--- config.mk ---
export PLATFORM = sky130hd
export DESIGN_NAME = vector_sequencer
export DESIGN_NICKNAME = d
export VERILOG_FILES = /design/src/verilog/seq_pkg.sv /design/src/verilog/vinsn_tracker.sv /design/src/verilog/unit_queue_ctrl.sv /design/src/verilog/hazard_tracker.sv /design/src/verilog/issue_ctrl.sv /design/src/verilog/vector_sequencer.sv
export SDC_FILE = /design/constraint.sdc
export NUM_CORES = 2
export LEC_CHECK = 0
export BUFFER_PORTS_ARGS = -buffer_cell sky130_fd_sc_hd__buf_4
export CAP_MARGIN = 0
export CORE_MARGIN = 1
export CORE_UTILIZATION = 60
export CTS_CLUSTER_DIAMETER = 40
export DETAILED_ROUTE_END_ITERATION = 10
export PLACE_DENSITY = 0.79
export SYNTH_ARGS = -nofsm -noshare
export SYNTH_HDL_FRONTEND = slang
export SYNTH_SLANG_ARGS = --single-unit
--- constraint.sdc ---
create_clock -name clk_i -period 3.6 [get_ports clk_i]
set_input_delay 1.08 -clock clk_i [delete_from_list [all_inputs] [get_ports clk_i]]
set_output_delay 1.08 -clock clk_i [all_outputs]
set_load 0.01 [all_outputs]
--- src/verilog/seq_pkg.sv ---
// Shared sizes, opcode and unit encodings and bus structs, imported by every sequencer block
package seq_pkg;

  ////////////////////////////////////////
  // Sizes
  ////////////////////////////////////////

  // Number of instructions that can be in flight at once
  localparam int unsigned NrVInsn = 8;
  typedef logic [$clog2(NrVInsn)-1:0] vid_t;

  // Architectural vector register file
  localparam int unsigned NrVRegs = 32;
  typedef logic [$clog2(NrVRegs)-1:0] vreg_t;

  // Functional units that take instructions from the sequencer
  localparam int unsigned NrUnits = 4;

  // Operands that a hazard bit can point at
  localparam int unsigned NrHazardOps = 3;

  ////////////////////////////////////////
  // Encodings
  ////////////////////////////////////////

  typedef enum logic [1:0] {
    UNIT_ALU,
    UNIT_MUL,
    UNIT_LOAD,
    UNIT_STORE
  } unit_e;

  // Two encodings of the 3-bit field stay unused
  typedef enum logic [2:0] {
    OP_VADD,
    OP_VSUB,
    OP_VMUL,
    OP_VMACC,
    OP_VLE,
    OP_VSE
  } op_e;

  // Index into the third dimension of a hazard table
  typedef enum logic [1:0] {
    H_VS1,
    H_VS2,
    H_VD
  } hazard_op_e;

  ////////////////////////////////////////
  // Structs
  ////////////////////////////////////////

  // Decoded instruction as it arrives from the dispatcher
  typedef struct packed {
    op_e   op;
    vreg_t vd;
    vreg_t vs1;
    vreg_t vs2;
    logic  use_vd;
    logic  use_vs1;
    logic  use_vs2;
  } seq_req_t;

  // Instruction as it leaves towards a unit, tagged with its ID and target
  typedef struct packed {
    vid_t  id;
    unit_e unit;
    op_e   op;
    vreg_t vd;
    vreg_t vs1;
    vreg_t vs2;
    logic  use_vd;
    logic  use_vs1;
    logic  use_vs2;
  } pe_req_t;

  // Single-cycle completion report from one unit
  typedef struct packed {
    logic valid;
    vid_t id;
  } pe_done_t;

  // Row is the dependent instruction, column the instruction it waits on
  typedef logic [NrVInsn-1:0][NrVInsn-1:0][NrHazardOps-1:0] hazard_tbl_t;

  // Each opcode runs on exactly one unit
  function automatic unit_e op_unit(op_e op);
    unit_e unit;
    case (op)
      OP_VADD, OP_VSUB:  unit = UNIT_ALU;
      OP_VMUL, OP_VMACC: unit = UNIT_MUL;
      OP_VLE:            unit = UNIT_LOAD;
      OP_VSE:            unit = UNIT_STORE;
      default:           unit = UNIT_ALU;
    endcase
    return unit;
  endfunction

endpackage

--- src/verilog/vinsn_tracker.sv ---
// Keeps the set of running instruction IDs and offers the lowest free ID to the issue logic
`timescale 1ns/1ns

module vinsn_tracker (
  input  logic                                     clk_i,
  input  logic                                     rst_ni,
  // Allocation from the issue logic
  input  logic                                     alloc_i,
  input  seq_pkg::vid_t                            alloc_id_i,
  // Completion reports, one per unit
  input  seq_pkg::pe_done_t [seq_pkg::NrUnits-1:0] pe_done_i,
  output logic              [seq_pkg::NrVInsn-1:0] running_o,
  output seq_pkg::vid_t                            next_id_o,
  output logic                                     id_free_o,
  output logic                                     idle_o
);

  import seq_pkg::*;

  // One bit per ID, set while the instruction is somewhere in a unit
  logic [NrVInsn-1:0] running_d, running_q;
  logic [NrVInsn-1:0] done_mask;

  ////////////////////////////////////////
  // Running vector
  ////////////////////////////////////////

  // Any unit may retire any ID, so OR all reports into one mask
  always_comb begin
    done_mask = '0;
    for (int unsigned u = 0; u < NrUnits; u++) begin
      if (pe_done_i[u].valid) done_mask[pe_done_i[u].id] = 1'b1;
    end
  end

  always_comb begin
    running_d = running_q & ~done_mask;
    if (alloc_i) running_d[alloc_id_i] = 1'b1;
  end

  always_ff @(posedge clk_i or negedge rst_ni) begin
    if (!rst_ni) begin
      running_q <= '0;
    end else begin
      running_q <= running_d;
    end
  end

  ////////////////////////////////////////
  // Lowest free ID
  ////////////////////////////////////////

  // Walking down from the top leaves the lowest clear bit as the result
  always_comb begin
    next_id_o = '0;
    for (int i = NrVInsn - 1; i >= 0; i--) begin
      if (!running_q[i]) next_id_o = vid_t'(i);
    end
  end

  assign id_free_o = ~&running_q;
  assign idle_o    = ~|running_q;
  assign running_o = running_q;

  // A unit can only retire an instruction that was handed out and not yet retired
  for (genvar u = 0; u < NrUnits; u++) begin : gen_done_chk
    assert property (@(posedge clk_i) disable iff (!rst_ni)
      pe_done_i[u].valid |-> running_q[pe_done_i[u].id])
      else $error("Unit %0d reported done for idle ID %0d", u, pe_done_i[u].id);
  end

endmodule

--- src/verilog/unit_queue_ctrl.sv ---
// Counts the instructions queued at each functional unit and flags which units can take more
`timescale 1ns/1ns

module unit_queue_ctrl #(
  parameter int unsigned QueueDepth = 2
) (
  input  logic                                     clk_i,
  input  logic                                     rst_ni,
  // Acceptance pulse and the unit the accepted instruction targets
  input  logic                                     accept_i,
  input  seq_pkg::unit_e                           accept_unit_i,
  // A done report frees one slot at its unit
  input  seq_pkg::pe_done_t [seq_pkg::NrUnits-1:0] pe_done_i,
  output logic              [seq_pkg::NrUnits-1:0] unit_room_o
);

  import seq_pkg::*;

  // Wide enough to hold QueueDepth itself
  localparam int unsigned CntWidth = $clog2(QueueDepth + 1);

  ////////////////////////////////////////
  // Per-unit counters
  ////////////////////////////////////////

  for (genvar u = 0; u < NrUnits; u++) begin : gen_unit_cnt

    logic [CntWidth-1:0] cnt_q;
    logic                inc;
    logic                dec;

    // Instructions are counted when accepted, not when the unit takes them
    assign inc = accept_i && (accept_unit_i == unit_e'(u));
    assign dec = pe_done_i[u].valid;

    // An increment and a decrement in the same cycle leave the count alone
    always_ff @(posedge clk_i or negedge rst_ni) begin
      if (!rst_ni) begin
        cnt_q <= '0;
      end else if (inc && !dec) begin
        cnt_q <= cnt_q + 1'b1;
      end else if (dec && !inc) begin
        cnt_q <= cnt_q - 1'b1;
      end
    end

    // Room while the queue still has a slot
    assign unit_room_o[u] = (cnt_q < CntWidth'(QueueDepth));

    // The ready logic must never let a full unit take another instruction
    assert property (@(posedge clk_i) disable iff (!rst_ni)
      cnt_q <= CntWidth'(QueueDepth))
      else $error("Queue counter of unit %0d above depth", u);

    // A done report must match an instruction counted earlier at this unit
    assert property (@(posedge clk_i) disable iff (!rst_ni)
      !(dec && !inc && (cnt_q == '0)))
      else $error("Queue counter of unit %0d would wrap below zero", u);

  end

endmodule

--- src/verilog/hazard_tracker.sv ---
// Builds the RAW/WAW and WAR/WAW dependency tables between running instructions for the operand requesters
`timescale 1ns/1ns

module hazard_tracker (
  input  logic                                  clk_i,
  input  logic                                  rst_ni,
  // Instruction accepted this cycle and the ID it receives
  input  logic                                  accept_i,
  input  seq_pkg::seq_req_t                     req_i,
  input  seq_pkg::vid_t                         new_id_i,
  input  logic           [seq_pkg::NrVInsn-1:0] running_i,
  // RAW on sources and WAW on vd
  output seq_pkg::hazard_tbl_t                  hazard_tbl_o,
  // WAR on the reader's operand and WAW on vd
  output seq_pkg::hazard_tbl_t                  write_hazard_tbl_o
);

  import seq_pkg::*;

  // Read entry remembers which operand slot the reader uses
  typedef struct packed {
    hazard_op_e op;
    logic       valid;
  } read_entry_t;

  // Per register, one bit or entry per instruction ID
  logic        [NrVRegs-1:0][NrVInsn-1:0] write_list_d, write_list_q;
  read_entry_t [NrVRegs-1:0][NrVInsn-1:0] read_list_d, read_list_q;

  // Row of the new instruction in each table
  logic [NrVInsn-1:0][NrHazardOps-1:0] raw_row, war_row;

  hazard_tbl_t hazard_d, hazard_q;
  hazard_tbl_t write_hazard_d, write_hazard_q;

  ////////////////////////////////////////
  // Register access lists
  ////////////////////////////////////////

  always_comb begin
    write_list_d = write_list_q;
    read_list_d  = read_list_q;
    // Entries of finished instructions drop out here
    for (int unsigned r = 0; r < NrVRegs; r++) begin
      write_list_d[r] &= running_i;
      for (int unsigned j = 0; j < NrVInsn; j++) begin
        read_list_d[r][j].valid &= running_i[j];
      end
    end

    // New row is taken from the pruned lists, before the new instruction joins them
    raw_row = '0;
    war_row = '0;
    for (int unsigned j = 0; j < NrVInsn; j++) begin
      if (req_i.use_vs1) raw_row[j][H_VS1] = write_list_d[req_i.vs1][j];
      if (req_i.use_vs2) raw_row[j][H_VS2] = write_list_d[req_i.vs2][j];
      if (req_i.use_vd) begin
        // WAW shows up in both tables
        raw_row[j][H_VD] = write_list_d[req_i.vd][j];
        war_row[j][H_VD] = write_list_d[req_i.vd][j];
        // WAR lands on the operand slot the older reader uses
        if (read_list_d[req_i.vd][j].valid) war_row[j][read_list_d[req_i.vd][j].op] = 1'b1;
      end
    end

    // Now record what the accepted instruction reads and writes
    if (accept_i) begin
      if (req_i.use_vd) write_list_d[req_i.vd][new_id_i] = 1'b1;
      if (req_i.use_vs1) read_list_d[req_i.vs1][new_id_i] = '{op: H_VS1, valid: 1'b1};
      if (req_i.use_vs2) read_list_d[req_i.vs2][new_id_i] = '{op: H_VS2, valid: 1'b1};
    end
  end

  ////////////////////////////////////////
  // Hazard tables
  ////////////////////////////////////////

  always_comb begin
    hazard_d       = hazard_q;
    write_hazard_d = write_hazard_q;
    // Columns of finished instructions clear one cycle after their running bit
    for (int unsigned i = 0; i < NrVInsn; i++) begin
      for (int unsigned j = 0; j < NrVInsn; j++) begin
        hazard_d[i][j]       &= {NrHazardOps{running_i[j]}};
        write_hazard_d[i][j] &= {NrHazardOps{running_i[j]}};
      end
    end
    // The row of a reused ID is replaced as a whole
    if (accept_i) begin
      hazard_d[new_id_i]       = raw_row;
      write_hazard_d[new_id_i] = war_row;
    end
  end

  always_ff @(posedge clk_i or negedge rst_ni) begin
    if (!rst_ni) begin
      write_list_q   <= '0;
      read_list_q    <= '0;
      hazard_q       <= '0;
      write_hazard_q <= '0;
    end else begin
      write_list_q   <= write_list_d;
      read_list_q    <= read_list_d;
      hazard_q       <= hazard_d;
      write_hazard_q <= write_hazard_d;
    end
  end

  assign hazard_tbl_o       = hazard_q;
  assign write_hazard_tbl_o = write_hazard_q;

endmodule

--- src/verilog/issue_ctrl.sv ---
// Accepts dispatcher requests when an ID and a queue slot are free and holds the unit request until taken
`timescale 1ns/1ns

module issue_ctrl (
  input  logic                          clk_i,
  input  logic                          rst_ni,
  // Dispatcher handshake
  input  seq_pkg::seq_req_t             req_i,
  input  logic                          req_valid_i,
  output logic                          req_ready_o,
  // Resources offered by the tracker and the queue counters
  input  seq_pkg::vid_t                 next_id_i,
  input  logic                          id_free_i,
  input  logic [seq_pkg::NrUnits-1:0]   unit_room_i,
  // Acceptance towards the bookkeeping blocks
  output logic                          accept_o,
  output seq_pkg::unit_e                accept_unit_o,
  // Unit handshake
  output seq_pkg::pe_req_t              pe_req_o,
  output logic                          pe_req_valid_o,
  input  logic [seq_pkg::NrUnits-1:0]   pe_req_ready_i
);

  import seq_pkg::*;

  // HOLD covers the whole time a unit request is outstanding
  typedef enum logic {
    IDLE,
    HOLD
  } state_e;

  state_e  state_d, state_q;
  unit_e   req_unit;
  pe_req_t pe_req_q;
  logic    consume;

  ////////////////////////////////////////
  // Dispatcher side
  ////////////////////////////////////////

  assign req_unit = op_unit(req_i.op);

  // Only one request in flight towards the units, and it needs an ID and a slot
  assign req_ready_o   = (state_q == IDLE) && id_free_i && unit_room_i[req_unit];
  assign accept_o      = req_valid_i && req_ready_o;
  assign accept_unit_o = req_unit;

  ////////////////////////////////////////
  // Unit side
  ////////////////////////////////////////

  // Only the ready bit of the targeted unit matters
  assign consume = pe_req_valid_o && pe_req_ready_i[pe_req_q.unit];

  always_comb begin
    state_d = state_q;
    case (state_q)
      IDLE: if (accept_o) state_d = HOLD;
      HOLD: if (consume) state_d = IDLE;
      default: state_d = IDLE;
    endcase
  end

  always_ff @(posedge clk_i or negedge rst_ni) begin
    if (!rst_ni) begin
      state_q <= IDLE;
    end else begin
      state_q <= state_d;
    end
  end

  // Captured once on acceptance and left alone while the unit stalls
  always_ff @(posedge clk_i) begin
    if (accept_o) begin
      pe_req_q <= '{
        id:      next_id_i,
        unit:    req_unit,
        op:      req_i.op,
        vd:      req_i.vd,
        vs1:     req_i.vs1,
        vs2:     req_i.vs2,
        use_vd:  req_i.use_vd,
        use_vs1: req_i.use_vs1,
        use_vs2: req_i.use_vs2
      };
    end
  end

  assign pe_req_o       = pe_req_q;
  assign pe_req_valid_o = (state_q == HOLD);

  // A stalled request keeps its valid and its payload until the unit takes it
  assert property (@(posedge clk_i) disable iff (!rst_ni)
    pe_req_valid_o && !consume |=> pe_req_valid_o && $stable(pe_req_o))
    else $error("Unit request changed before it was consumed");

endmodule

--- src/verilog/vector_sequencer.sv ---
// Top of the vector instruction sequencer, sits between the dispatcher and the functional units
`timescale 1ns/1ns

module vector_sequencer #(
  parameter int unsigned QueueDepth = 2
) (
  input  logic                                     clk_i,
  input  logic                                     rst_ni,
  // Dispatcher
  input  seq_pkg::seq_req_t                        req_i,
  input  logic                                     req_valid_i,
  output logic                                     req_ready_o,
  // Functional units
  output seq_pkg::pe_req_t                         pe_req_o,
  output logic                                     pe_req_valid_o,
  input  logic              [seq_pkg::NrUnits-1:0] pe_req_ready_i,
  input  seq_pkg::pe_done_t [seq_pkg::NrUnits-1:0] pe_done_i,
  // Operand requesters
  output seq_pkg::hazard_tbl_t                     hazard_tbl_o,
  output seq_pkg::hazard_tbl_t                     write_hazard_tbl_o,
  output logic                                     idle_o
);

  import seq_pkg::*;

  logic [NrVInsn-1:0] running;
  vid_t               next_id;
  logic               id_free;
  logic [NrUnits-1:0] unit_room;
  logic               accept;
  unit_e              accept_unit;

  vinsn_tracker u_vinsn_tracker (
    .clk_i      (clk_i),
    .rst_ni     (rst_ni),
    .alloc_i    (accept),
    .alloc_id_i (next_id),
    .pe_done_i  (pe_done_i),
    .running_o  (running),
    .next_id_o  (next_id),
    .id_free_o  (id_free),
    .idle_o     (idle_o)
  );

  unit_queue_ctrl #(
    .QueueDepth (QueueDepth)
  ) u_unit_queue_ctrl (
    .clk_i         (clk_i),
    .rst_ni        (rst_ni),
    .accept_i      (accept),
    .accept_unit_i (accept_unit),
    .pe_done_i     (pe_done_i),
    .unit_room_o   (unit_room)
  );

  // The new ID is the one the tracker offers in the accepting cycle
  hazard_tracker u_hazard_tracker (
    .clk_i              (clk_i),
    .rst_ni             (rst_ni),
    .accept_i           (accept),
    .req_i              (req_i),
    .new_id_i           (next_id),
    .running_i          (running),
    .hazard_tbl_o       (hazard_tbl_o),
    .write_hazard_tbl_o (write_hazard_tbl_o)
  );

  issue_ctrl u_issue_ctrl (
    .clk_i          (clk_i),
    .rst_ni         (rst_ni),
    .req_i          (req_i),
    .req_valid_i    (req_valid_i),
    .req_ready_o    (req_ready_o),
    .next_id_i      (next_id),
    .id_free_i      (id_free),
    .unit_room_i    (unit_room),
    .accept_o       (accept),
    .accept_unit_o  (accept_unit),
    .pe_req_o       (pe_req_o),
    .pe_req_valid_o (pe_req_valid_o),
    .pe_req_ready_i (pe_req_ready_i)
  );

endmodule

# [Word level (Yosys, flattened, before mapping)]
# Index checks and enable logic that the tools add are counted.
[classes] magnitude_cmp=38 div=0 multipliers=0 n_bitwise=438 n_reduce_logical=50 n_shift=0 n_mux=123 n_addsub=8 n_eq_ne=7
[op_table] operator="2-to-1 mux 768 bit" n=3
[op_table] operator="2-to-1 mux 766 bit" n=1
[op_table] operator="bitwise AND 512 bit" n=1
[op_table] operator="2-to-1 mux 256 bit" n=2
[op_table] operator="inverter 512 bit" n=1
[op_table] operator="OR 256 bit" n=2
[op_table] operator="OR 512 bit" n=1
[op_table] operator="bitwise AND 3 bit" n=128
[op_table] operator="bitwise mux 192 bit" n=2
[op_table] operator="2-to-1 mux 192 bit" n=2
[op_table] operator="bitwise AND 8 bit" n=33
[op_table] operator="bitwise AND 1 bit" n=256
[op_table] operator="bitwise AND 256 bit" n=1
[op_table] operator="inverter 256 bit" n=1
[op_table] operator="demux 24 bit (select 5 bit)" n=2
[op_table] operator="binary-select mux 24 bit (select 5 bit)" n=1
[op_table] operator="binary-select mux 8 bit (select 5 bit)" n=3
[op_table] operator="2-to-1 mux 24 bit" n=4
[op_table] operator="2-to-1 mux 3 bit" n=25
[op_table] operator="demux 24 bit (select 3 bit)" n=1
[op_table] operator="2-to-1 mux 8 bit" n=9
[op_table] operator="2-to-1 mux 1 bit" n=41
[op_table] operator="demux 8 bit (select 5 bit)" n=1
[op_table] operator="logical AND 1 bit" n=32
[op_table] operator="other kinds (30)" n=111
[word_totals] inputBits=44 out_inout_bits=413 word_cells=1351 mem_bits_rw=0 n_memories=0 romBits=0 reg_bits=1451 latchBits=0

# [Depth between registers and ports, before layout]
[logic_depth] ltp_word=21 ltp_mapped=13 mapped_depth_nobuf=10

# [Hierarchy]
# Synthesis repeated with hierarchy kept, for this count alone.
[hier_totals] cells_unflattened=6396 area_unflattened_um2=68633.3
[modules_own_cells] mod="hazard_tracker" instances=1 cells_each=6220 seq_area_each_um2=35233.8 area_per_inst_um2=66548.8
[modules_own_cells] mod="issue_ctrl" instances=1 cells_each=42 seq_area_each_um2=805.8 area_per_inst_um2=937.1
[modules_own_cells] mod="vinsn_tracker" instances=1 cells_each=93 seq_area_each_um2=200.2 area_per_inst_um2=716.9
[modules_own_cells] mod="unit_queue_ctrl" instances=1 cells_each=41 seq_area_each_um2=200.2 area_per_inst_um2=430.4

# [Worst setup path before layout]
# No wires, ideal clock.
[synth_path] path_kind="input port to flip-flop" startpoint="input req_i[14] (netlist name)" endpoint="register u_hazard_tracker.write_hazard_q (netlist bit u_hazard_tracker.write_hazard_tbl_o[116])" required_time_ns=3.460 n_path_buf=5 cell_stages=11 slack_ns=0.239 setup_ns=0.140 arrival_ns=3.222 path_cell_list="buf_4 buf_6 buf_4 buf_4 buf_2 mux2i_1 o22ai_1 nor4_1 nand2_1 a41oi_1 o21ai_1"
[synth_lines] item="start, declared" line_no="vector_sequencer.sv:10" source="input seq_pkg::seq_req_t req_i,"
[synth_lines] item="end signal, assigned" line_no="hazard_tracker.sv:105" source="write_hazard_q <= write_hazard_d;"
[synth_lines] item="end, declared" line_no="hazard_tracker.sv:34" source="hazard_tbl_t write_hazard_d, write_hazard_q;"

# [Worst setup path in the final report]
[layout_path] startpoint="register u_vinsn_tracker.running_q[6], in the netlist u_vinsn_tracker.running_o[6]" endpoint="output idle_o"
[layout_via] elab_chain_len=2
[layout_rtl] item="start, declared" line_no="vinsn_tracker.sv:21" source="logic [NrVInsn-1:0] running_d, running_q;"
[layout_rtl] item="start signal, assigned" line_no="vinsn_tracker.sv:45" source="running_q <= running_d;"
[layout_rtl] item="OR reduction 8 bit" line_no="vinsn_tracker.sv:62" source="assign idle_o = ~|running_q;"
[layout_rtl] item="logical NOT 1 bit" line_no="vinsn_tracker.sv:62"
[layout_rtl] item="end, declared" line_no="vector_sequencer.sv:21" source="output logic idle_o"
# No other way between the ends.

==> reports/summary.txt <==
Status: finished, violations left
Failing checks: design-rule violations
Asr flop ratio synth: 98.2%
Startpoint Class: flop
Clk_lat worst skew: 0.83 ns
R2R depth: 10
CTS HTree Levels: 4
Die Span Y: 334 um
Crit path from: u_vinsn_tracker.running_o[6]
Core ar.: 109,000 um^2
Total global-route track usage: 48.0%
Final Hold Viols: 0
CP Class: flop to output port
Core Rows: 121
Detailed placement HPWL: 180,000 um
Pin count of the biggest net entering global routing: 128
Max-cap violations: 0
Clock network fraction of design power: 47.0%
Post-DRT Antenna Nets: 0
Initial antenna violation count: 15
Worst setup EP type: output port
CTS Sinks: 1,451
WL met2: 114,000 um
Max Slew Vio Count: 0
Num CTS Buffers: 180
Syn nets: 6,092
R2R Path End: u_hazard_tracker.hazard_tbl_o[22]
Worst path max stage delay: 0.58 ns
Vias in the first global route: 58,100
Mapped Area: 66,300 um^2
Initial DRC Count: 8,984
Worst VDD drop: 0.000536 V
Pwr Density: 503 nW/um^2
Top Metal Used: met5
I/O pin cnt: 457
Reg2reg start: u_vinsn_tracker.running_o[7]
P_int: 29,600 uW
WL met1: 91,900 um
FMAX: 280 MHz
RSZ-0062 raised after global routing: false
Final setup viols: 0
Clock skew: 0.0343 ns
NetSw: 11,500 uW
Total global routing overflow: 0
Crit-path cells: or4_1 > nor2_4 > buf_6
Starting Density: 60.7%
Logic pwr share: 11.8%
Commonest cells after routing, fill and taps aside: 1,417 x dfrtp_1, 951 x o21ai_0, 894 x buf_4
Post-synthesis register bit count: 1,451
Sw frac: 28.1%
Static leakage: 0.0373 uW
Critical Path AT: 2.50 ns
CTS tree: yes
Layout net count: 6,756
Die Span X: 334 um
Overall Power: 41,100 uW
Global-route wire length before repair: 393,000 um
Post-synth EDFFs: 26
Slowest CP cell: dfrtp_4
Clock buffer depth: 3
Crit path max fanout: 8
Commonest non-fill, non-tap cell in the layout: dfrtp_1
Met3 routed WL: 37,600 um
Vias: 60,200
Slew @ Worst Pin: 1.18 ns
Fin crit share: 99.3%
Fin crit period: 3.58 ns
Distinct cells, synth: 85
Relative slew slack: 20.8%
Mean area per synthesized cell: 11.0 um^2
Setup TNS: 0 ns
Hold Buf Count CTS: 0
Fraction of final layout cells sized beyond drive strength 1: 23.1%
Gp weighted congestion: 1.10
Hold Crit Class: primary input to asynchronous set/reset pin
DIE AREA: 112,000 um^2
Sequential element share of the synthesized area: 55.0%
Sequential Power Share: 41.2%
First drt pass iteration count: 11
Clock-pin slew on the worst setup and hold paths: 0.05 ns
Detail-routed via count per cell: 7.20
Buffers on Ports: 456
CP Data Required Time: 2.52 ns
Drt total wl: 270,000 um
Detailed-route DRC error count: 1
Worst reg-to-reg setup slack: 0.13 ns
Mapped Cells: 6,044
Primary FF master, synth: dfrtp_1
P&R area growth vs syn: 23.3%
Root Buffer Master: clkbuf_16
Synth Warn #: 0
WL per Instance: 32.3 um
[per-layer routing]
layer | vias up | GRT usage, %
met5 | - | 0
met4 | 6 | 37.6
met3 | 1434 | 18.9
met2 | 5093 | 68.4
met1 | 29900 | 58.5
li1 | 23800 | -
[through the flow]
stage	utilization (%)	cell area [um^2]	instances	hold slack (ns)	setup WS, ns
after floorplan	-	66300	6044	0.431	0.239
after global placement	68.8	75100	7990	0.446	-0.450
after detailed placement	68.8	75100	7990	0.455	-0.462
after CTS	74.8	81700	8340	0.228	0.0630
after global routing	74.9	81700	8350	0.198	0.00282
final	74.9	81800	8358	0.148	0.0239
[synthesized netlist by cell type, drive strengths merged (74+ instances only)]
cell type	instances	area (um^2)
nand3	407	2040
o22ai	216	1350
a21boi	266	2000
a21oi	74	370
mux4	141	3180
clkbuf	356	1340
buf	198	1200
dfrtp	1425	35700
nand2	566	2120
o21ai	1062	5320
mux2i	407	4070
a22o	242	2120
[worst max-delay path by stage]
stage | end | cells past startpoint
6_report | idle_o | 3
3_5_place_dp | u_hazard_tracker.write_hazard_tbl_o[47] | 10
4_1_cts | idle_o | 3
2_1_floorplan | u_hazard_tracker.write_hazard_tbl_o[116] | 11
3_3_place_gp | u_hazard_tracker.write_hazard_tbl_o[95] | 10
5_1_grt | req_ready_o | 5
[power by group through the flow]
stage | sequential (uW) | combinational, uW | clock (uW)
after floorplan | 17200 | 2130 | 0
after global placement | 17300 | 4340 | 0
final | 17000 | 4840 | 19300
after detailed placement | 17300 | 4420 | 0
after CTS | 17000 | 4610 | 19300
after global routing | 17000 | 4960 | 20000
[worst max-delay path, delay by kind of cell (launching register included)]
family | cells | cell delay [ns]
buffers and inverters | 1 | 0.17
AND/OR/NAND/NOR | 2 | 0.92
flip-flops | 1 | 0.58
[flip-flops by register name (all words and copies together), names as in the netlist]
register	flops
u_hazard_tracker.read_list_q	768
u_hazard_tracker.write_list_q	256
u_hazard_tracker.hazard_tbl_o	192
u_hazard_tracker.write_hazard_tbl_o	192
u_issue_ctrl.pe_req_o	26
u_unit_queue_ctrl.gen_unit_cnt.cnt_q	8
u_vinsn_tracker.running_o	8
u_issue_ctrl.pe_req_valid_o	1
[cells by family (layout without fill, tap and decap cells)]
family / after synthesis / in the layout / synth area share [%]
xor+xnor: 13 / 13 / 0.172
flops: 1451 / 1451 / 55.0
buf+inv: 580 / 1401 / 3.98
mux: 578 / 578 / 11.4
fa+ha+maj: 4 / 4 / 0.0755
compound gates: 2081 / 2081 / 19.6
simple gates: 1337 / 1337 / 9.79
other cells: 0 / 17 / 0
[area by class of cell]
type / count / area, um^2
Inverter: 26 / 97.6
Antenna cell: 17 / 42.5
Fill cell: 7245 / 27400
Sequential cell: 1451 / 36500
Tap cell: 1476 / 1850
Timing Repair Buffer: 1036 / 9520
Clock inverter: 119 / 1540
Clock buffer: 220 / 4900
Multi-Input combinational cell: 4013 / 27300
[timing repair]
action	4_1_cts	5_1_grt
pin swaps	1	1
gates resized for setup	2	1
setup endpoints to repair	2	1
setup buffers	11	0
(Power assumes the default switching activity.)
